## src/verilog/display_pkg.sv

```systemverilog
/* pixel, address, buffer and video types shared by the frame store datapath and its control
   import into a module body, or use scoped names in a module header */
`default_nettype none

package display_pkg;

  localparam int PIXEL_ADDR_WIDTH = 18;                   // enough for 640 by 400 pixels
  localparam int WORD_ADDR_WIDTH = PIXEL_ADDR_WIDTH - 3;  // eight pixels per 32-bit word

  typedef logic [3:0] pixel_t;

  typedef enum logic {
    BUFFER_A,
    BUFFER_B
  } buffer_sel_e;

  // one pixel write from the bus side, valid for a single cycle
  typedef struct packed {
    logic                        enable;
    logic [PIXEL_ADDR_WIDTH-1:0] address;
    pixel_t                      data;
  } pixel_write_t;

  typedef struct packed {
    logic [PIXEL_ADDR_WIDTH-1:0] address;
    logic                        write_enable;
    logic                        clear_word;   // zeroes the whole word holding address
    pixel_t                      data;
  } ram_port_t;

  typedef struct packed {
    buffer_sel_e displayed_buffer;
    logic        swap_pending;
    logic        clearing;
  } buffer_status_t;

  typedef struct packed {
    logic                        valid;
    logic                        frame_start;  // first pixel of a frame
    logic [PIXEL_ADDR_WIDTH-1:0] index;
    pixel_t                      pixel;
  } video_t;

endpackage

`default_nettype wire

```

## src/verilog/scan_counter.sv

```systemverilog
/* walks the read address over the frame once per frame period
   and delays the video tags so they meet the pixel at the output register */
`timescale 1ns/1ps
`default_nettype none

module scan_counter #(
  parameter int FRAME_WIDTH  = 640,
  parameter int FRAME_HEIGHT = 400
) (
  input  wire                                      clock_in,
  input  wire                                      reset_n_in,
  output logic [display_pkg::PIXEL_ADDR_WIDTH-1:0] scan_address,
  output logic                                     frame_wrap,
  output display_pkg::video_t                      scan_tags
);

  import display_pkg::*;

  localparam int FRAME_PIXELS = FRAME_WIDTH * FRAME_HEIGHT;
  localparam logic [PIXEL_ADDR_WIDTH-1:0] LAST_ADDRESS = PIXEL_ADDR_WIDTH'(FRAME_PIXELS - 1);

  video_t tag_stage;  // first of the two tag delay stages

  assign frame_wrap = (scan_address == LAST_ADDRESS);

  always_ff @(posedge clock_in) begin
    if (!reset_n_in) begin
      scan_address <= '0;
      tag_stage    <= '0;
      scan_tags    <= '0;
    end else begin
      scan_address <= frame_wrap ? '0 : scan_address + 1'b1;
      // the pixel field is filled in later from the front RAM
      tag_stage    <= '{valid:       1'b1,
                        frame_start: (scan_address == '0),
                        index:       scan_address,
                        pixel:       '0};
      scan_tags    <= tag_stage;
    end
  end

endmodule

`default_nettype wire

```

## config.mk

```make
export PLATFORM = sky130hd
export DESIGN_NAME = scan_counter
export DESIGN_NICKNAME = d
export VERILOG_FILES = /design/src/verilog/display_pkg.sv /design/src/verilog/scan_counter.sv
export SDC_FILE = /design/constraint.sdc
export NUM_CORES = 1
export LEC_CHECK = 0
export BUFFER_PORTS_ARGS = -buffer_cell sky130_fd_sc_hd__buf_4
export CAP_MARGIN = 20
export CORE_MARGIN = 8
export CORE_UTILIZATION = 52
export CTS_CLUSTER_DIAMETER = 200
export DETAILED_ROUTE_END_ITERATION = 10
export GPL_ROUTABILITY_DRIVEN = 0
export PLACE_DENSITY = 0.77
export SLEW_MARGIN = 40
export SYNTH_ARGS = -nofsm -noshare
export SYNTH_HDL_FRONTEND = slang
export SYNTH_SLANG_ARGS = --single-unit
```

## constraint.sdc

```tcl
create_clock -name clock_in -period 2.5 [get_ports clock_in]
set_clock_uncertainty 0.05 [all_clocks]
set_input_delay 0.125 -clock clock_in [delete_from_list [all_inputs] [get_ports clock_in]]
set_output_delay 0.125 -clock clock_in [all_outputs]
set_load 0.02 [all_outputs]
```

# Word-level counts from Yosys, hierarchy flattened
# Index checks and enable logic that the tools add are counted.
# classes
addsub	1
eq_ne	1
mux	1
bitwise	1
reduce_logical	2
# ops
cell	n
24-bit 2-to-1 mux	1
18-bit by 1-bit adder with 18-bit output (second input constant)	1
18-bit equality test (second input constant)	1
18-bit logical NOT	1
2-bit OR reduction	1
1-bit NOT	1
# word_totals
register_bits	66
in_bits	2
output_inout_bits	43

# Longest topological paths before layout
# depth
depth_word	2
ltp_mapped	7
ltp_nobuf	5

# Worst setup path after synthesis
# Ideal clock, no wire load.
# synth_path
kind	register to register
startpoint	register scan_address[0] (netlist name)
endpoint	register scan_address[16] (netlist name)
setup_time_ns	0.070
t_arrival_ns	2.049
t_required_ns	2.380
slack_ns	0.330
stages_incl_launch_ff	7
n_path_buf	1
synth_period_minus_slack_ns	2.170
cell_sequence	dfxtp_1 ha_1 nand4_2 or3_1 clkbuf_2 or4_1 a21oi_1
# synth_via
elab_chain_len	2
word_cells_on_any_way	3
# synth_rtl
element	line	rtl
start, declared	scan_counter.sv:12	output logic [display_pkg::PIXEL_ADDR_WIDTH-1:0] scan_address,
start signal, assigned	scan_counter.sv:32	scan_address <= frame_wrap ? '0 : scan_address + 1'b1;
branches (longest 2 deep; another with 18-bit by 1-bit adder with 18-bit output)	-	
# Several ways; the timed one is not identified.
# A chain may end at the register's enable or synchronous reset.

# Final worst setup path
# layout_path
startpoint	register scan_address[1] (netlist name)
endpoint	output frame_wrap
# layout_via
elab_chain_len	1
# layout_rtl
element	line	rtl
18-bit equality test	scan_counter.sv:24	assign frame_wrap = (scan_address == LAST_ADDRESS);
end, declared	scan_counter.sv:13	output logic frame_wrap,
# Every way passes these cells.

==> impl_metrics.tcl <==
set metrics [dict create \
    run_status "completed" \
    placed_cells_incl_taps 272 \
    grt_overflow_total 0 \
    dpl_cell_area_sq_um 2270 \
    ir_drop_mv 0.5085 \
    postCtsSetupBuffers 0 \
    die_area_sq_um 5995 \
    drive_gt1_share_pct 23.43 \
    dr.pass1.iters 4 \
    syn_area_per_cell_sq_um 10.17 \
    clkTransAtPathRegs_ns 0.06 \
    hold_viol 0 \
    fmax_mhz 457.0 \
    cts_hold_buf 0 \
    cp-end-kind "output pin" \
    antenna_found_initial 0 \
    layout.cells.non_filler 287 \
    final_max_slew_viol_count 0 \
    vias_per_cell 4.697 \
    io_pins 45 \
    p_total_mw 1.868 \
    path_cells "ha_1 > nand4_2 > or3_1 > nor2_1 > buf_4" \
    clock_latency_ns 0.32 \
    tightestPinTransition_ns 0.5870 \
    cts_tree "done" \
    p_leak_nw 1.077 \
    diodes 0 \
    ys_types 29 \
    die-width_um 77.43 \
    design_area_sq_um 2474 \
    rrSetupSlack_ns 0.38 \
    setup_viol 0 \
    hold_end "tag_stage[23]$_DFF_P_" \
    nNetsFinal 239 \
    holdPathStages 1 \
    routed_wl_mm 3.597 \
    cpMaxStageDelayCell "or3_1" \
    cts_max_path_buffers 2 \
    fp.dieH_um 77.43 \
    post-dp-hpwl_mm 2.349 \
    core_area_sq_um 3633 \
    cts.sinks 58 \
    syn-instance-count 193 \
    min_from "reset_n_in" \
    slew_headroom_pct 60.50 \
    cpPeakStageDelay_ns 0.49 \
    cts_buffers 9 \
    rsz0062_at_grt "no" \
    tns_ns 0 \
    fin_ws_ns 0.3118 \
    start_util_pct 53.99 \
    post-route-min-period_ns 2.188 \
    cap_violations 0 \
    hold_ws_ns 0.06765 \
    yosysWarnings 0 \
    area_growth_syn_to_layout_pct 26.08 \
    yosysSeqAreaShare_pct 59.18 \
    grt_max_degree 48 \
    power_density_nw_per_um2 755.0 \
    final_util_pct 68.08 \
    worstReg2RegEnd "scan_address[16]$_SDFF_PP0_" \
    pre_cts_ws_ns 0.4084 \
    worstReg2RegStart "scan_address[1]$_SDFF_PP0_" \
    holdCritPathClass "in2reg" \
    port_buffers 40 \
    syn_area_sq_um 1962 \
    crit_path_start_kind "register" \
    finalCritPeriodShare_pct 87.53 \
    root_buffer "clkbuf_8" \
    cts_resized 0 \
    detail_route.wl_per_cell_um 12.53 \
    drc 0 \
    reg2reg_depth 5 \
    drt-initial-drc-count 97 \
    grt_pass1_vias 1233 \
    route.vias.total 1348 \
    grt_pass1_wl_mm 6.037 \
    ys_ff_latch 58 \
    htree_levels 3 \
    crit_required_ns 2.33 \
    ant_nets 0 \
    worstSetupPathType "reg2out" \
    grt_use_total_pct 12.76 \
    cp_max_fo 6 \
    critPathArrivalTime_ns 2.01 \
    rows 22 \
]
cells in the mapped netlist:
cell	number	area [sq um]
dfxtp_1	58	1161
and2_1	40	250.2
nor2_1	15	56.30
xnor2_1	8	70.07
inv_1	7	26.28
nand2_1	7	26.28
nand3_1	7	35.03
nor4_1	7	43.79
nor3_1	6	30.03
buf_4	5	37.54
clkbuf_1	5	18.77
xor2_1	5	43.79
nand4_1	3	18.77
a21oi_1	2	10.01
clkbuf_2	2	10.01
ha_1	2	25.02
o21ai_0	2	10.01
and3_1	1	6.260
and4_1	1	8.760
buf_2	1	5.000
conb_1	1	3.750
mux2i_1	1	10.01
nand2b_1	1	6.260
nand4_2	1	12.51
nor2b_1	1	6.260
o31ai_1	1	7.510
o32ai_1	1	8.760
or3_1	1	6.260
or4_1	1	7.510
worst max-delay path by stage:
stage | startpoint | end | slack (ns) | depth (start not counted)
global route | scan_address[0]$_SDFF_PP0_ | frame_wrap | 0.14 | 5
global placement | scan_address[0]$_SDFF_PP0_ | scan_address[16]$_SDFF_PP0_ | 0.45 | 5
CTS | scan_address[0]$_SDFF_PP0_ | frame_wrap | 0.29 | 5
detailed placement | scan_address[0]$_SDFF_PP0_ | scan_address[16]$_SDFF_PP0_ | 0.41 | 5
finish | scan_address[1]$_SDFF_PP0_ | frame_wrap | 0.31 | 5
floorplan | scan_address[0]$_SDFF_PP0_ | scan_address[16]$_SDFF_PP0_ | 0.33 | 6
critical path: cells and delay by family (launching register included):
| kind | cells | cell delay [ns] |
|---|---|---|
| and+or+nand+nor | 3 | 0.85 |
| DFF | 1 | 0.42 |
| adders and majority gates | 1 | 0.26 |
| buffers and inverters | 1 | 0.17 |
registers in the layout, indices dropped and copies added (netlist names):
signal	cells
tag_stage	20
scan_address	18
scan_tags	20
cells in the final DEF (no fill, tap or decap), types with 5 or more instances in the layout:
master	instances
and2_1	40
buf_4	41
clkbuf_8	12
dfxtp_1	58
inv_1	7
nand2_1	7
nand3_1	7
nor2_1	15
nor3_1	6
nor4_1	7
xnor2_1	8
xor2_1	5
area by class of cell:
type                    count  area [sq um]
clock buffers              13         168.9
clock inverters             2         35.03
fillers                   293          1160
inverters                   7         26.28
multi-input cells         118         714.4
flip-flops and latches     58          1161
well taps                  48         60.06
repair buffers             41         307.8
routing by layer:
metal,track usage (%),part of all wire (%)
met1,14.48,43
met2,18.20,46
met3,5.530,8.0
met4,10.57,2.7
met5,0,0
cells by family after synthesis:
group / Yosys count / share of synthesized area, %
other cells: 1 / 0.1911
xor+xnor: 13 / 5.804
buf+inv: 20 / 4.975
mux: 1 / 0.5102
flops: 58 / 59.18
simple gates: 92 / 26.21
compound gates: 6 / 1.850
fa+ha+maj: 2 / 1.275
power by group:
part	total, mW	internal (mW)	switching, mW
combinational	0.0585	0.0213	0.0372
sequential	0.946	0.937	0.00900
clock	0.863	0.535	0.328
Note: power is estimated with default switching activity, not from simulation.
