### config.mk
export PLATFORM = sky130hd
export DESIGN_NAME = apb_display_regs
export DESIGN_NICKNAME = d
export VERILOG_FILES = /design/src/verilog/display_pkg.sv /design/src/verilog/apb_pkg.sv /design/src/verilog/apb_display_regs.sv
export SDC_FILE = /design/constraint.sdc
export NUM_CORES = 1
export LEC_CHECK = 0
export BUFFER_PORTS_ARGS = -buffer_cell sky130_fd_sc_hd__buf_2
export CORE_MARGIN = 2
export CORE_UTILIZATION = 48
export DETAILED_ROUTE_END_ITERATION = 7
export GPL_TIMING_DRIVEN = 1
export PLACE_DENSITY = 0.81
export SYNTH_ARGS = -nofsm -noshare
export SYNTH_HDL_FRONTEND = slang
export SYNTH_SLANG_ARGS = --single-unit
### constraint.sdc
create_clock -name clock_in -period 2.4 [get_ports clock_in]
set_input_delay 0.24 -clock clock_in [delete_from_list [all_inputs] [get_ports clock_in]]
set_output_delay 0.24 -clock clock_in [all_outputs]
set_load 0.01 [all_outputs]
### src/verilog/display_pkg.sv
/* pixel, address, buffer and video types shared by the frame store datapath and its control
   import into a module body, or use scoped names in a module header */
`default_nettype none

package display_pkg;

  localparam int PIXEL_ADDR_WIDTH = 18;                   // enough for 640 by 400 pixels
  localparam int WORD_ADDR_WIDTH = PIXEL_ADDR_WIDTH - 3;  // eight pixels per 32-bit word

  typedef logic [3:0] pixel_t;

  typedef enum logic {
    BUFFER_A,
    BUFFER_B
  } buffer_sel_e;

  // one pixel write from the bus side, valid for a single cycle
  typedef struct packed {
    logic                        enable;
    logic [PIXEL_ADDR_WIDTH-1:0] address;
    pixel_t                      data;
  } pixel_write_t;

  typedef struct packed {
    logic [PIXEL_ADDR_WIDTH-1:0] address;
    logic                        write_enable;
    logic                        clear_word;   // zeroes the whole word holding address
    pixel_t                      data;
  } ram_port_t;

  typedef struct packed {
    buffer_sel_e displayed_buffer;
    logic        swap_pending;
    logic        clearing;
  } buffer_status_t;

  typedef struct packed {
    logic                        valid;
    logic                        frame_start;  // first pixel of a frame
    logic [PIXEL_ADDR_WIDTH-1:0] index;
    pixel_t                      pixel;
  } video_t;

endpackage

`default_nettype wire

### src/verilog/apb_pkg.sv
/* APB request and response structs and the register offsets of the frame store slave */
`default_nettype none

package apb_pkg;

  typedef struct packed {
    logic        psel;
    logic        penable;
    logic        pwrite;
    logic [7:0]  paddr;
    logic [31:0] pwdata;
  } apb_req_t;

  typedef struct packed {
    logic        pready;
    logic [31:0] prdata;
    logic        pslverr;
  } apb_rsp_t;

  typedef enum logic [7:0] {
    REG_CTRL       = 8'h00,  // bit 0 requests a buffer swap
    REG_STATUS     = 8'h04,
    REG_PIXEL_ADDR = 8'h08,
    REG_PIXEL_DATA = 8'h0C
  } apb_reg_e;

endpackage

`default_nettype wire

### src/verilog/apb_display_regs.sv
/* APB slave for the frame store, with control, status, pixel address and pixel data registers
   data writes go to the back buffer one pixel at a time with an auto-incrementing address */
`timescale 1ns/1ps
`default_nettype none

module apb_display_regs #(
  parameter int FRAME_WIDTH  = 640,
  parameter int FRAME_HEIGHT = 400
) (
  input  wire                              clock_in,
  input  wire                              reset_n_in,
  input  wire apb_pkg::apb_req_t           apb_req,
  output apb_pkg::apb_rsp_t                apb_rsp,
  input  wire display_pkg::buffer_status_t status,
  output display_pkg::pixel_write_t        pixel_write,
  output logic                             swap_request
);

  import apb_pkg::*;
  import display_pkg::*;

  localparam int FRAME_PIXELS = FRAME_WIDTH * FRAME_HEIGHT;
  localparam logic [PIXEL_ADDR_WIDTH-1:0] LAST_PIXEL = PIXEL_ADDR_WIDTH'(FRAME_PIXELS - 1);

  apb_reg_e                    reg_sel;
  logic                        access;
  logic                        mapped;
  logic                        held;
  logic                        write_done;
  logic [PIXEL_ADDR_WIDTH-1:0] pixel_address;

  assign reg_sel = apb_reg_e'(apb_req.paddr);
  assign access  = apb_req.psel && apb_req.penable;
  assign mapped  = reg_sel inside {REG_CTRL, REG_STATUS, REG_PIXEL_ADDR, REG_PIXEL_DATA};

  // swaps and pixel data wait until the back buffer has been cleared
  assign held = status.clearing && (reg_sel == REG_CTRL || reg_sel == REG_PIXEL_DATA);

  assign write_done = access && !held && apb_req.pwrite;

  always_comb begin
    apb_rsp.pready  = access && !held;
    apb_rsp.pslverr = access && !mapped;
    case (reg_sel)
      REG_STATUS: begin
        apb_rsp.prdata = {29'd0, status.clearing, status.swap_pending, status.displayed_buffer};
      end
      REG_PIXEL_ADDR: apb_rsp.prdata = 32'(pixel_address);
      default:        apb_rsp.prdata = '0;  // control and data registers are write only
    endcase
  end

  always_ff @(posedge clock_in) begin
    if (!reset_n_in) begin
      pixel_address <= '0;
      pixel_write   <= '0;
      swap_request  <= 1'b0;
    end else begin
      pixel_write.enable <= 1'b0;  // both outputs are single cycle pulses
      swap_request       <= 1'b0;
      if (write_done) begin
        case (reg_sel)
          REG_CTRL:       swap_request  <= apb_req.pwdata[0];
          REG_PIXEL_ADDR: pixel_address <= apb_req.pwdata[PIXEL_ADDR_WIDTH-1:0];
          REG_PIXEL_DATA: begin
            pixel_write   <= '{enable: 1'b1, address: pixel_address, data: apb_req.pwdata[3:0]};
            pixel_address <= (pixel_address == LAST_PIXEL) ? '0 : pixel_address + 1'b1;
          end
          default: begin
          end
        endcase
      end
    end
  end

endmodule

`default_nettype wire

[After elaboration in Yosys (flattened, before gate mapping)]
Index checks and enable logic that the tools add are counted.
Widths: inputs -> output; s select.
Storage, ports and cells
  memory bits (writable): 0
  input port bits: 48
  output and inout port bits: 58
  word-level logic and storage cells: 29
  register bits: 42
  ROM bits: 0
  memories: 0
  latch bits: 0
Operators by class
  add/sub/neg operators: 1
  multiply operators: 0
  shift operators: 0
  muxes and demuxes: 4
  magnitude comparators: 0
  bitwise gates (word level): 0
  reduce and logical (&&, ||, !) cells: 15
  eq/ne operators: 4
  divide/modulo/power cells: 0
Operators by type and width (count)
  $pmux 18 s2: 2
  $mux 23: 1
  $add 18x1->18 const B: 1
  $eq 18x18->1 const B: 1
  $mux 18: 1
  $eq 8x4->1 const B: 2
  $eq 8x3->1 const B: 1
  $logic_not 8->1: 1
  $reduce_and 2->1: 3
  $logic_and 1x1->1: 5
  $reduce_bool 4->1: 1
  $reduce_and 3->1: 1
  $logic_not 1->1: 2
  $reduce_bool 2->1: 1
  $logic_or 1x1->1: 1

[Logic depth before layout (Yosys ltp)]
  word-level depth: 7
  gate-level depth with buffers: 7
  mapped depth without buffers: 6

[Worst setup path after synthesis]
Ideal clock, no wire load.
  kind: reg-to-reg
  start point: reg pixel_address[0]
  end point: reg pixel_address[16]
  required time: 2.280 ns
  period minus slack after synthesis: 1.789 ns
  arrival: 1.669 ns
  buffers on the path: 0
  library setup time: 0.120 ns
  setup slack: 0.611 ns
  cell stages (with the launch flop): 7
  cells stage by stage: dfxtp_1 > ha_1 > and3_1 > nand2_1 > or3_1 > and3_1 > o31a_1
Between the ends
  cells in the longest elaborated chain, start to end: 3
  elaborated cells on any way between the ends: 4
  those cells by class: add/sub: 1; eq/ne: 1; mux: 2
Ends and longest elaborated chain
  start, declared: RTL line apb_display_regs.sv:30  | logic [PIXEL_ADDR_WIDTH-1:0] pixel_address;
  start signal, assigned: RTL line apb_display_regs.sv:64  | REG_PIXEL_ADDR: pixel_address <= apb_req.pwdata[PIXEL_ADDR_WIDTH-1:0];
  start signal, assigned: RTL line apb_display_regs.sv:67  | pixel_address <= (pixel_address == LAST_PIXEL) ? '0 : pixel_address + 1'b1;
  $add 18x1->18 / $eq 18x18->1 (equally long branches): RTL line apb_display_regs.sv:67
  $mux 18 (*): RTL line apb_display_regs.sv:67
  $pmux 18 s2 (*): RTL line apb_display_regs.sv:62  | case (reg_sel)
Mark *: on every way between the ends. The rest lies on a longest branch, timed or not.
A chain may end at the register's enable or synchronous reset.

[Worst setup path after layout]
  start point: reg pixel_address[0]
  end point: reg pixel_address[14]
Same word-level chain as after synthesis.

==> results by group <==
Synth
  – Synth top area share: 0.347
  – Count leader, synth: nand2_1
  – Area leader, netlist: dfxtp_1
  – Most used DFF post-synth: dfxtp_1
  – Synthesized area per cell: 7.61 µm²
  – Netlist cell types: 45
  – Mapped Area: 2430 µm²
  – Post-synthesis sequential area ratio: 0.347
  – Xor/xnor share of the synthesized area: 0
  – Async SR Flop Fraction: 0
  – Flops & latches, synth: 42
  – Mux cell area share after synthesis: 0.00413
  – Ranking of synthesized cells by area: dfxtp_1 35%, nand2_1 10%, a21oi_1 7.0%, buf_4 5.6%, and2_1 4.6%
  – Synth Area in Compound Gates: 0.187
  – Synth top cells by count: 65 x nand2_1, 42 x dfxtp_1, 34 x a21oi_1
  – EDFF count, synth: 0
  – Largest family of logic cells by synthesized area: simple AND/OR/NAND/NOR gates
  – Syn. warnings: 0
  – Post-synthesis adder-cell area fraction: 0.00516
  – Synth Instances: 319
  – Synth Area in Simple Gates: 0.350

Timing
  – Fin. Hold Viols: 0
  – RSZ-0062 raised after global routing: false
  – Final count of negative-setup-slack endpoints: 0
  – Slew Limit Fails: 0
  – Crit path time final: 2.02 ns
  – Max_slew headroom: 0.455
  – Peak Freq: 496 MHz
  – Final Cycle Share: 0.840
  – Worst Tran Pin Value: 0.818 ns
  – Setup Skew: 0.00270 ns
  – Post-Route Setup TNS: 0 ns

GRT
  – Vias in the first global route: 2,116
  – First-pass GRT wire length: 9780 µm
  – Global route overflow: 0
  – Largest net degree at the start of global routing: 28
  – Total global-route track usage: 0.225
  – Initial antenna violation count: 0

Power
  – VDD IR-drop max: 0.186 mV
  – Lkg Pwr: 1.22 nW
  – Final Power: 1.25 mW
  – Pwr/cell area: 438 nW/µm²

Cells and area
  – Layout cells sized above 1: 0.255
  – Layout filler cell count: 477
  – Non-Filler Instances: 459
  – Post-layout nets: 440
  – Antenna cells: 0
  – Layout overhead on the synthesized area: 17.8%

Floorplan
  – Die Wd: 75.1 µm
  – Io pins: 106
  – Cell row count: 25
  – Die Span Y: 75.1 µm
  – Core area: 4790 µm²
  – Initial Utilization: 0.507
  – Die area: 5640 µm²

Worst setup path
  – Beginning of the worst register-to-register path: pixel_address[0]
  – Setup crit start: pixel_address[0]
  – Crit path cell chain: ha_1, and3_1, and2_1, a21oi_1, buf_4, and3_1, o31a_1
  – Crit Path Class: register to register
  – Worst r2r path cells: 7
  – CP Capture Type: register
  – R2R Setup Slk: 0.38 ns
  – Most frequent CP cell: and3_1
  – Worst path slowest cell: dfxtp_1
  – Slowest stage delay, CP: 0.46 ns
  – Crit path arrival time: 2.21 ns
  – CP startpoint kind: register
  – CP Max Fanout: 7
  – Critical path data required time: 2.59 ns
  – Reg2reg end: pixel_address[14]

Min path
  – Min-Delay Startpoint: apb_req[3]
  – Hold Crit Class: input port to register
  – Hold Path Stages: 3
  – WHS Endpoint: pixel_write[3]

Clock tree
  – Hold buffer count at CTS: 0
  – Worst-path clk slew: 0.08 ns
  – CTS Buffer Depth: 2
  – # resized after CTS: 0
  – Clk_lat worst skew: 0.29 ns
  – TritonCTS clock tree: done
  – TritonCTS buffer count: 5
  – # clock sinks: 42
  – # H-tree levels: 2
  – CTS root buf: clkbuf_8
  – Post-CTS setup buffers: 0

Drt
  – Drt total wl: 6050 µm
  – WL/cell: 13.2 µm
  – Vias: 2,463
  – Initial DRC count: 206
  – DRC: 0
  – Vias/cell: 5.37
  – Post-route ant nets: 0
  – DRT Pass-1 Iters: 4

Placed design
  – Routability cong.: 0.945
  – DP Cell Count: 451
  – PortBufs: 77
  – Post-DP HPWL: 4410 µm

Status
  – Status: completed

Job
  – Max-cap viol count: 0
worst max-delay path by stage:
stage                   endpoint  slack [ns]  cells past startpoint
6_report       pixel_address[14]        0.38                      7
5_1_grt        pixel_address[14]        0.27                      7
4_1_cts        pixel_address[16]        0.40                      6
3_5_place_dp      pixel_write[8]        0.36                      6
3_3_place_gp      pixel_write[4]        0.42                      6
2_1_floorplan  pixel_address[16]        0.61                      6
metrics by stage:
step	instance area [µm²]	worst slack (ns)	utilization	hold WS (ns)
floorplan	2470	0.611	-	0.358
finish	2860	0.384	0.597	0.194
detailed placement	2770	0.355	0.578	0.443
global route	2860	0.266	0.597	0.206
CTS	2860	0.396	0.597	0.196
global placement	2770	0.418	0.578	0.439
cells by family (layout without fill, tap and decap cells):
kind of cell,count (synthesis),in the layout
simple gates,163,163
buf+inv,37,97
flops,42,42
compound gates,74,74
other cells,1,14
fa+ha+maj,1,1
mux,1,1
per-layer routing:
| layer | global-route usage | vias to the layer above | share of wire |
|---|---|---|---|
| li1 | - | 1236 | - |
| met1 | 0.305 | 1125 | 0.45 |
| met2 | 0.367 | 94 | 0.47 |
| met3 | 0.0402 | 8 | 0.064 |
| met4 | 0.0635 | 0 | 0.014 |
| met5 | 0 | - | 0 |
cell type report:
| type | instances | area, µm² | area share |
|---|---|---|---|
| multi-input cells | 253 | 1380 | 0.482 |
| flip-flops and latches | 42 | 841 | 0.294 |
| repair buffers | 86 | 453 | 0.158 |
| clock buffers | 7 | 86.3 | 0.0302 |
| well taps | 67 | 83.8 | 0.0293 |
| inverters | 3 | 11.3 | 0.00394 |
| clock inverters | 1 | 5.00 | 0.00175 |
registers in the layout (all words and copies together), names as in the netlist:
name and flops:
pixel_address 18, pixel_write 23, swap_request 1
power by group:
| group | switching (mW) | internal (mW) |
|---|---|---|
| registers | 0.000355 | 0.696 |
| clock network | 0.237 | 0.232 |
| logic | 0.0549 | 0.0309 |
| total | 0.293 | 0.959 |
worst max-delay path, delay by kind of cell, from the launching register on:
| kind | cells | cell delay [ns] |
|---|---|---|
| and+or+nand+nor | 3 | 0.67 |
| DFF | 1 | 0.46 |
| AOI/OAI and AO/OA | 2 | 0.38 |
| adders and majority gates | 1 | 0.21 |
| buffers and inverters | 1 | 0.18 |
cells in the final DEF, fill, tap and decap left out, drive strengths merged, types with 2 or more instances in the layout:
master	count
inv	3
nand3	14
and3	8
nand2	65
nor2b	5
o21bai	2
or3	8
nand4	7
nor3	8
clkbuf	7
a32oi	2
a22oi	3
a221oi	2
conb	14
a31oi	6
a21o	4
dfxtp	42
o21a	2
buf	86
and4	4
nor2	18
and2	18
o31a	2
a21oi	34
o21ai	11
nor4	6
a211oi	2
Note: power is estimated with default switching activity, not from simulation.
