==> src/verilog/display_pkg.sv <==
/* pixel, address, buffer and video types shared by the frame store datapath and its control
   import into a module body, or use scoped names in a module header */
`default_nettype none

package display_pkg;

  localparam int PIXEL_ADDR_WIDTH = 18;                   // enough for 640 by 400 pixels
  localparam int WORD_ADDR_WIDTH = PIXEL_ADDR_WIDTH - 3;  // eight pixels per 32-bit word

  typedef logic [3:0] pixel_t;

  typedef enum logic {
    BUFFER_A,
    BUFFER_B
  } buffer_sel_e;

  // one pixel write from the bus side, valid for a single cycle
  typedef struct packed {
    logic                        enable;
    logic [PIXEL_ADDR_WIDTH-1:0] address;
    pixel_t                      data;
  } pixel_write_t;

  typedef struct packed {
    logic [PIXEL_ADDR_WIDTH-1:0] address;
    logic                        write_enable;
    logic                        clear_word;   // zeroes the whole word holding address
    pixel_t                      data;
  } ram_port_t;

  typedef struct packed {
    buffer_sel_e displayed_buffer;
    logic        swap_pending;
    logic        clearing;
  } buffer_status_t;

  typedef struct packed {
    logic                        valid;
    logic                        frame_start;  // first pixel of a frame
    logic [PIXEL_ADDR_WIDTH-1:0] index;
    pixel_t                      pixel;
  } video_t;

endpackage

`default_nettype wire

==> src/verilog/buffer_control.sv <==
/* swap FSM, back buffer clear sequencer and RAM port steering for the two frame buffers
   also registers the front buffer pixel together with its tags as the video output */
`timescale 1ns/1ps
`default_nettype none

module buffer_control #(
  parameter int FRAME_WIDTH  = 640,
  parameter int FRAME_HEIGHT = 400
) (
  input  wire                                      clock_in,
  input  wire                                      reset_n_in,
  input  wire display_pkg::pixel_write_t           pixel_write,
  input  wire                                      swap_request,
  input  wire [display_pkg::PIXEL_ADDR_WIDTH-1:0]  scan_address,
  input  wire                                      frame_wrap,
  input  wire display_pkg::video_t                 scan_tags,
  output display_pkg::ram_port_t                   ram_a_port,
  output display_pkg::ram_port_t                   ram_b_port,
  input  wire display_pkg::pixel_t                 ram_a_data,
  input  wire display_pkg::pixel_t                 ram_b_data,
  output display_pkg::buffer_status_t              status,
  output display_pkg::video_t                      video
);

  import display_pkg::*;

  typedef enum logic [1:0] {
    IDLE,
    PENDING,
    CLEARING
  } state_e;

  localparam int FRAME_PIXELS = FRAME_WIDTH * FRAME_HEIGHT;
  localparam int CLEAR_WORDS  = FRAME_PIXELS / 8;
  localparam logic [WORD_ADDR_WIDTH-1:0] LAST_WORD = WORD_ADDR_WIDTH'(CLEAR_WORDS - 1);

  state_e                     state;
  buffer_sel_e                displayed;
  logic [WORD_ADDR_WIDTH-1:0] clear_count;
  buffer_sel_e                read_sel_q1;  // buffer chosen when the read port was registered
  buffer_sel_e                read_sel_q2;  // same, aligned with the RAM read data
  ram_port_t                  read_port;
  ram_port_t                  write_port;
  pixel_t                     front_data;

  assign status = '{displayed_buffer: displayed,
                    swap_pending:     (state == PENDING),
                    clearing:         (state == CLEARING)};

  // a swap waits for the last pixel of the frame so the next frame comes whole from one buffer
  always_ff @(posedge clock_in) begin
    if (!reset_n_in) begin
      state       <= IDLE;
      displayed   <= BUFFER_A;
      clear_count <= '0;
    end else begin
      case (state)
        IDLE: begin
          if (swap_request) state <= PENDING;
        end
        PENDING: begin
          if (frame_wrap) begin
            state       <= CLEARING;
            displayed   <= (displayed == BUFFER_A) ? BUFFER_B : BUFFER_A;
            clear_count <= '0;
          end
        end
        CLEARING: begin
          clear_count <= clear_count + 1'b1;  // one word per cycle
          if (clear_count == LAST_WORD) state <= IDLE;
        end
        default: state <= IDLE;
      endcase
    end
  end

  always_comb begin
    read_port = '{address: scan_address, write_enable: 1'b0, clear_word: 1'b0, data: '0};
    if (state == CLEARING) begin
      // pixel writes are held off by the bus slave for the whole clear
      write_port = '{address:      {clear_count, 3'b000},
                     write_enable: 1'b0,
                     clear_word:   1'b1,
                     data:         '0};
    end else begin
      write_port = '{address:      pixel_write.address,
                     write_enable: pixel_write.enable,
                     clear_word:   1'b0,
                     data:         pixel_write.data};
    end
  end

  assign front_data = (read_sel_q2 == BUFFER_A) ? ram_a_data : ram_b_data;

  always_ff @(posedge clock_in) begin
    if (!reset_n_in) begin
      ram_a_port  <= '0;
      ram_b_port  <= '0;
      read_sel_q1 <= BUFFER_A;
      read_sel_q2 <= BUFFER_A;
      video       <= '0;
    end else begin
      ram_a_port  <= (displayed == BUFFER_A) ? read_port : write_port;
      ram_b_port  <= (displayed == BUFFER_A) ? write_port : read_port;
      read_sel_q1 <= displayed;
      read_sel_q2 <= read_sel_q1;
      video       <= '{valid:       scan_tags.valid,
                       frame_start: scan_tags.frame_start,
                       index:       scan_tags.index,
                       pixel:       front_data};
    end
  end

endmodule

`default_nettype wire

==> config.mk <==
export PLATFORM = sky130hd
export DESIGN_NAME = buffer_control
export DESIGN_NICKNAME = d
export VERILOG_FILES = /design/src/verilog/display_pkg.sv /design/src/verilog/buffer_control.sv
export SDC_FILE = /design/constraint.sdc
export NUM_CORES = 1
export LEC_CHECK = 0
export BUFFER_PORTS_ARGS = -buffer_cell sky130_fd_sc_hd__buf_2
export CAP_MARGIN = 0
export CORE_MARGIN = 3
export CORE_UTILIZATION = 42
export CTS_CLUSTER_SIZE = 14
export DETAILED_ROUTE_END_ITERATION = 12
export GPL_ROUTABILITY_DRIVEN = 0
export PLACE_DENSITY_LB_ADDON = 0.1
export SLEW_MARGIN = 0
export SYNTH_ARGS = -nofsm -noshare
export SYNTH_HDL_FRONTEND = slang
export SYNTH_SLANG_ARGS = --single-unit
==> constraint.sdc <==
create_clock -name clock_in -period 1.3 [get_ports clock_in]
set_input_delay 0.13 -clock clock_in [delete_from_list [all_inputs] [get_ports clock_in]]
set_output_delay 0.13 -clock clock_in [all_outputs]
set_load 0.01 [all_outputs]
# Word level (Yosys, flattened, before mapping)
# Cells that the tools add are included.
[word_totals]
output_inout_bits = 75
register_bits = 92
[classes]
add_sub_neg = 1
bitwise = 1
eq_ne = 6
n_reduce_logical = 7
n_mux = 11
[ops]
columns = ["operator", "n"]
rows = [
  ["24-bit two-way mux", 3],
  ["15-bit one-hot mux with 2 select lines", 1],
  ["15-bit by 1-bit adder with 15-bit output, second input constant", 1],
  ["15-bit equality test, second input constant", 1],
  ["15-bit two-way mux", 1],
  ["2-bit two-way mux", 3],
  ["2-bit one-hot mux with 3 select lines", 1],
  ["2-bit AND reduction", 3],
  ["4-bit two-way mux", 1],
  ["2-bit != test, second input constant", 2],
  ["3-bit AND reduction", 1],
  ["2-bit by 1-bit equality test with 1-bit output, second input constant", 1],
  ["2-bit equality test, second input constant", 1],
  ["2-bit zero test", 1],
  ["2-bit by 1-bit != test with 1-bit output, second input constant", 1],
  ["2-bit nonzero test", 1],
  ["2-bit OR reduction", 1],
  ["1-bit two-way mux", 1],
  ["1-bit NOT", 1],
]

# Logic depth before layout (Yosys ltp)
# Gate-level depths: netlist (run 1).
[depth]
depth_word = 3
depth_mapped = 6
mapped_depth_nobuf = 4

# Least setup slack after synthesis (run 1)
# No wires, ideal clock.
[synth_path]
kind = "reg2reg"
start = "reg clear_count[0]"
end = "reg clear_count[8]"
arrival_ps = 1368
setup_time_ps = 74
path_slack_ps = -143
stages_incl_launch_ff = 5
t_required_ps = 1226
cell_sequence = "dfxtp_1 > ha_1 > nand4_2 > or4_1 > a31oi_1"
[synth_via]
elab_chain_len = 2
[synth_rtl]
columns = ["element", "line", "rtl"]
rows = [
  ["start: declaration", "buffer_control.sv:39", "logic [WORD_ADDR_WIDTH-1:0] clear_count;"],
  ["start signal: assignment", "buffer_control.sv:69", "clear_count <= clear_count + 1'b1;"],
  ["15-bit by 1-bit adder with 15-bit output", "buffer_control.sv:69", ""],
  ["15-bit one-hot mux with 2 select lines", "buffer_control.sv:57", "case (state)"],
]
# Every way passes these cells.
# A chain may end at the register's enable or synchronous reset.

# Worst setup path in the final report (run 1)
[layout_path]
start = "reg clear_count[1]"
end = "reg clear_count[8]"
# Same word-level chain as after synthesis.

==> results of run 1 <==
==> registers in the layout (all words and copies together) (netlist names) <==
signal       count
clear_count     15
displayed        1
ram_a_port      24
ram_b_port      24
read_sel_q1      1
read_sel_q2      1
state            2
video           24
==> power breakdown <==
group | leakage [nW] | internal [mW] | total, mW | switching (mW)
clock | 0.114 | 1.15 | 2.16 | 1.01
sequential | 0.766 | 2.97 | 3.02 | 0.0477
combinational | 1.67 | 0.472 | 0.941 | 0.470
total | 2.55 | 4.59 | 6.12 | 1.53
==> area by class of cell <==
type	instances	area share (%)
multi-input cells	232	30.8
inverters	7	0.533
flip-flops and latches	92	34.5
repair buffers	223	27.6
clock buffers	11	2.62
well taps	102	2.36
clock inverters	5	1.53
==> per-layer routing <==
layer  vias to the layer above  global-route usage [%]
li1                       1671                       -
met1                      1582                    25.6
met2                       123                    33.5
met3                        10                    4.53
met4                         0                    6.04
met5                         -                       0
==> kinds of logic after synthesis <==
kind of cell               count (synthesis)  synth area share [%]
DFF                                       92                  53.8
and+or+nand+nor                          162                  24.8
adders and majority gates                  1                 0.366
muxes                                     11                  3.22
xor gates and xnor gates                   2                 0.512
AOI/OAI and AO/OA                         56                  12.2
buffers and inverters                     37                  5.12
==> per-stage QoR <==
step | cell area [um^2] | setup slack [ps]
final | 5400 | -97.8
after global routing | 5400 | -136
after CTS | 5060 | -33.8
after detailed placement | 4430 | -54.3
after global placement | 4430 | -3.99
after floorplan | 3450 | 11.0
==> worst max path at each step <==
stage          slack [ps]           start  cells after the start         endpoint
2_1_floorplan          10  clear_count[1]                      4   clear_count[8]
3_5_place_dp          -50        state[1]                      5   ram_a_port[20]
4_1_cts               -30  clear_count[1]                      4   clear_count[8]
3_3_place_gp           -4  clear_count[1]                      4  clear_count[12]
5_1_grt              -140  clear_count[1]                      4   clear_count[8]
6_report             -100  clear_count[1]                      4   clear_count[8]
==> layout by cell type (no fill, tap or decap), types with 3 or more instances in the layout <==
cell type      Yosys  layout
clkbuf_8           0      10
nand4_1            5       5
nand3_2            1       3
nand2_1           39      29
mux2i_1           11      11
dfxtp_4            0       5
nand2b_1           8       8
buf_4              5      33
buf_6              1      12
nand2_4            0       4
a211oi_1           5       4
a311oi_2           0      15
dfxtp_2            0       5
and2_1            31      31
inv_1              5       4
buf_2              8     146
buf_12             0       4
dfxtp_1           92      82
nor4_2             0       3
a311oi_1          27      12
nor2_1            39      37
a21oi_1           13      11
nand2_2            0       6
nand3_1           18      16
dlygate4sd3_1      0      26
==> what timing repair did <==
item                       4_1_cts  5_1_grt
pin swaps                        5       17
hold endpoints to repair        31        0
resized for setup               19       60
setup buffers                   11        5
gates cloned                     0        1
setup endpoints to repair       29       46
hold buffers                    26        0
==> tightest hold or removal path, cell delays in order <==
cell     delay, ps
buf_2           80
mux2i_1         50
nor2_1          70
==> results.py, run 1 <==
metrics = {
    "run_status": {
        "status": "finished with violations",
        "violations": "setup timing",
    },
    "critical_path": {
        "crit_slowest_cell": "or4_4",
        "worstSetupPathType": "flip-flop to flip-flop",
        "crit_path_max_incr_delay_ps": 460,
        "reg2reg_from": "clear_count[1]",
        "start_kind": "flip-flop",
        "rrSetupSlack_ps": -100,
        "worst-r2r-cell-count": 4,
        "path_max_fanout": 8,
        "cp.arrival_ps": 1680,
        "path_buf_inv": 0,
        "worstSetupEndpointType": "flip-flop",
        "critPathTopFamily": "simple AND/OR/NAND/NOR gates",
        "r2r-end": "clear_count[8]",
        "worstPathRequired_ps": 1580,
        "crit_path_cell_trace": "ha_4 > nand4_4 > or4_4 > a31oi_1",
    },
    "timing": {
        "holdWs_ps": 7.20,
        "max_freq_mhz": 715,
        "timing.final.crit_share_pct": 108,
        "hold_viol_final": 0,
        "relSlewSlack_pct": 77.2,
        "report.final.slew_viol_count": 0,
        "finalCriticalPeriod_ps": 1400,
        "clock_skew_ps": 6.27,
        "finalSetupViolations": 6,
        "tightest_slew_ps": 339,
        "tns_ps": -295,
        "timing.final.ws_setup_ps": -97.8,
        "rsz0062_at_grt": "yes",
    },
    "worst_hold_path": {
        "hold_depth": 3,
        "min_to": "video[3]",
        "min_path_type": "input port to flip-flop",
        "holdCritStartpoint": "ram_b_data[3]",
    },
    "final_layout": {
        "nets": 643,
        "final_core_utilization_pct": 69.2,
        "syn_to_final_growth_pct": 57.9,
        "drive_gt1_share_pct": 47.5,
        "n_fill_cell": 657,
        "multi_input_area_mm2": 0.00166,
        "diodes": 0,
        "regArea_mm2": 0.00187,
        "final_cells": 672,
    },
    "clock_tree": {
        "cts-root-buf": "clkbuf_8",
        "cts_tree": "yes",
        "cts-buffers-inserted": 9,
        "cts.htree.levels": 3,
        "clockBufferDepth": 2,
        "clock-sinks": 92,
        "clk_pin_slew_ps": 90,
        "insertion_delay_ps": 360,
    },
    "global_routing": {
        "grt_max_degree": 33,
        "groute.usage.overall_pct": 20.0,
        "grt_pass1_vias": 3075,
        "antenna_found_initial": 0,
        "grt_pass1_wl_mm": 14.5,
        "overflow": 0,
    },
    "die": {
        "initial_utilization_pct": 43.8,
        "ios": 152,
        "rows": 32,
        "die_w_um": 96.3,
        "die_y_um": 96.3,
        "core_mm2": 0.00781,
        "dieArea_mm2": 0.00927,
    },
    "logic_synthesis": {
        "synthTopCellsByCount": "dfxtp_1 (92), nand2_1 (39), nor2_1 (39)",
        "ys_warn_count": 0,
        "synth_cells": 361,
        "synth_top_area_share_pct": 53.8,
        "syn_avg_cell_area_um2": 9.48,
        "ys_top_cells_by_area": "dfxtp_1 (54%), a311oi_1 (6.9%), and2_1 (5.7%)",
        "yosysMostFrequentCell": "dfxtp_1",
        "ys_async_sr_fraction_pct": 0,
        "synthFlopType": "dfxtp_1",
        "synth_edf_count": 0,
        "synth_cell_types": 45,
        "synth_seq_cells": 92,
        "synth_nets": 439,
        "netlist_area_mm2": 0.00342,
        "yosysTopAreaCell": "dfxtp_1",
        "seq_area_frac_synth_pct": 53.8,
    },
    "placement": {
        "dp.cells": 613,
        "portBuffers": 147,
        "dp_hpwl_mm": 6.36,
    },
    "power_and_ir_drop": {
        "totalPowerFinal_mw": 6.12,
        "p_leak_nw": 2.55,
        "vdd.ir_drop.worst_mv": 0.846,
        "power_density_mw_per_mm2": 1130,
    },
    "route": {
        "routedWlPerCell_um": 14.9,
        "top_layer_used": "met4",
        "drc": 0,
        "wl_mm": 10.0,
        "dr_wl_met2_mm": 4.97,
        "vias_per_cell": 5.04,
        "vias": 3386,
        "first_pass_iters": 4,
        "drt.antenna.violating_nets": 0,
        "drtIter0Drc": 144,
        "wl_met3_um": 698,
        "drt-met1-wl_mm": 4.26,
    },
    "flow_run": {
        "drv_cap": 0,
    },
}
No activity file was read; power rests on OpenSTA's default activity.
==> run 2, diff against run 1 <==
Settings changed: HOLD_SLACK_MARGIN set to 0.08.
==> results.py, run 2 (synthesized netlist as in run 1, its figures left out) <==
metrics = {
    "run_status": {
        "status": "finished with violations",
        "violations": "setup timing",
    },
    "power_and_ir_drop": {
        "p_leak_nw": 2.71,
        "power_density_mw_per_mm2": 1070,
        "vdd.ir_drop.worst_mv": 0.844,
        "totalPowerFinal_mw": 6.19,
    },
    "route": {
        "drt.antenna.violating_nets": 0,
        "vias_per_cell": 5.01,
        "routedWlPerCell_um": 14.6,
        "vias": 3570,
        "drtIter0Drc": 101,
        "drc": 0,
        "wl_mm": 10.4,
        "first_pass_iters": 4,
    },
    "critical_path": {
        "start_kind": "flip-flop",
        "crit_path_max_incr_delay_ps": 520,
        "cp.arrival_ps": 1680,
        "path_max_fanout": 6,
        "worstPathRequired_ps": 1580,
        "path_buf_inv": 1,
        "crit_slowest_cell": "or4_4",
        "worstSetupEndpointType": "flip-flop",
        "crit_path_cell_trace": "buf_6 > nand4b_4 > or4_4 > a21oi_2",
        "worstSetupPathType": "flip-flop to flip-flop",
        "critPathTopFamily": "simple AND/OR/NAND/NOR gates",
    },
    "worst_hold_path": {
        "min_path_type": "input port to flip-flop",
    },
    "final_layout": {
        "final_cells": 712,
        "final_area_mm2": 0.00577,
        "drive_gt1_share_pct": 43.7,
        "syn_to_final_growth_pct": 68.5,
        "nets": 682,
        "n_fill_cell": 600,
        "layout_common_cells": "buf_2 (146), dfxtp_1 (82), dlygate4sd3_1 (68)",
        "largestRegisters": "ram_a_port: 24 flops, ram_b_port: 24 flops, video: 24 flops",
        "layout_commonest_cell": "buf_2",
    },
    "timing": {
        "max_freq_mhz": 718,
        "holdWs_ps": 130,
        "relSlewSlack_pct": 77.7,
        "clock_skew_ps": 7.56,
        "rsz0062_at_grt": "yes",
        "hold_viol_final": 0,
        "report.final.slew_viol_count": 0,
        "tightest_slew_ps": 332,
        "finalSetupViolations": 7,
        "timing.final.crit_share_pct": 107,
        "timing.final.ws_setup_ps": -93.6,
        "finalCriticalPeriod_ps": 1390,
    },
    "die": {
        "die_y_um": 96.3,
        "rows": 32,
        "core_mm2": 0.00781,
        "dieArea_mm2": 0.00927,
        "ios": 152,
        "die_w_um": 96.3,
        "initial_utilization_pct": 43.8,
    },
    "placement": {
        "dpl_cell_area_mm2": 0.00443,
        "pre_cts_slack_ps": -54.3,
        "dp_hpwl_mm": 6.36,
        "dp.cells": 613,
        "portBuffers": 147,
    },
    "clock_tree": {
        "clk_pin_slew_ps": 90,
        "cts-root-buf": "clkbuf_8",
        "insertion_delay_ps": 350,
        "clockBufferDepth": 2,
        "cts-buffers-inserted": 9,
        "cts.htree.levels": 3,
        "clock-sinks": 92,
        "cts_tree": "yes",
    },
    "global_routing": {
        "groute.usage.overall_pct": 21.4,
        "grt_max_degree": 33,
        "grt_pass1_vias": 3321,
        "overflow": 0,
        "grt_pass1_wl_mm": 15.6,
        "antenna_found_initial": 0,
    },
    "flow_run": {
        "drv_cap": 0,
    },
}
-- run 2: changes by cell type in the layout (fill, tap and decap cells not counted), sizes merged --
cell,delta
buf,-2
clkbuf,-1
diode,+1
dlygate4sd3,+42
-- run 2: layout make-up --
class | instances | area [um^2] | area share [%]
diodes | 1 | 2.50 | 0.0434
clock buffers | 11 | 141 | 2.45
clock inverters | 5 | 82.6 | 1.43
inverters | 7 | 28.8 | 0.499
multi-input cells | 232 | 1660 | 28.8
flip-flops and latches | 92 | 1870 | 32.4
well taps | 102 | 128 | 2.21
repair buffers | 262 | 1850 | 32.1
-- run 2: metrics by stage --
step	setup TNS [ps]	utilization (%)
floorplan	0	-
global placement	-7.62	56.8
detailed placement	-182	56.8
CTS	-104	70.3
global route	-964	73.8
finish	-256	73.8
-- run 2: what timing repair did --
item                                   CTS  global route
endpoints found under the hold margin   71             0
setup endpoints to repair               29            46
gates resized for setup                 19            57
hold buffers                            68             0
pin swaps                                5            19
setup buffers                           11             3
-- run 2: final timing paths --
| check | from | end | slack (ps) | depth (start not counted) |
|---|---|---|---|---|
| worst max-delay path | state[1] | clear_count[10] | -90 | 4 |
| worst min-delay path | frame_wrap | state[0] | 130 | 4 |
| worst max register to register | state[1] | clear_count[10] | -90 | 4 |
| worst min register to register | read_sel_q1 | read_sel_q2 | 440 | 1 |
-- run 2: layer usage --
metal | share of wire, % | up-vias | global-route usage, % | wire length, um
met5 | 0 | - | 0 | 0
met4 | 1.7 | 0 | 6.99 | 176
met3 | 5.9 | 18 | 4.30 | 613
met2 | 50 | 117 | 36.3 | 5250
met1 | 42 | 1684 | 27.1 | 4370
li1 | - | 1751 | - | -
-- run 2: worst min-delay path, cell delays in order --
cell     delay, ps
buf_2           90
inv_1           50
mux2i_1        130
nor3_1          50
-- run 2: power breakdown --
group          leakage, nW  switching [mW]  total, mW  internal [mW]
combinational         1.83           0.486       1.02          0.537
sequential           0.766          0.0482       3.02           2.97
clock                0.114           0.997       2.15           1.15
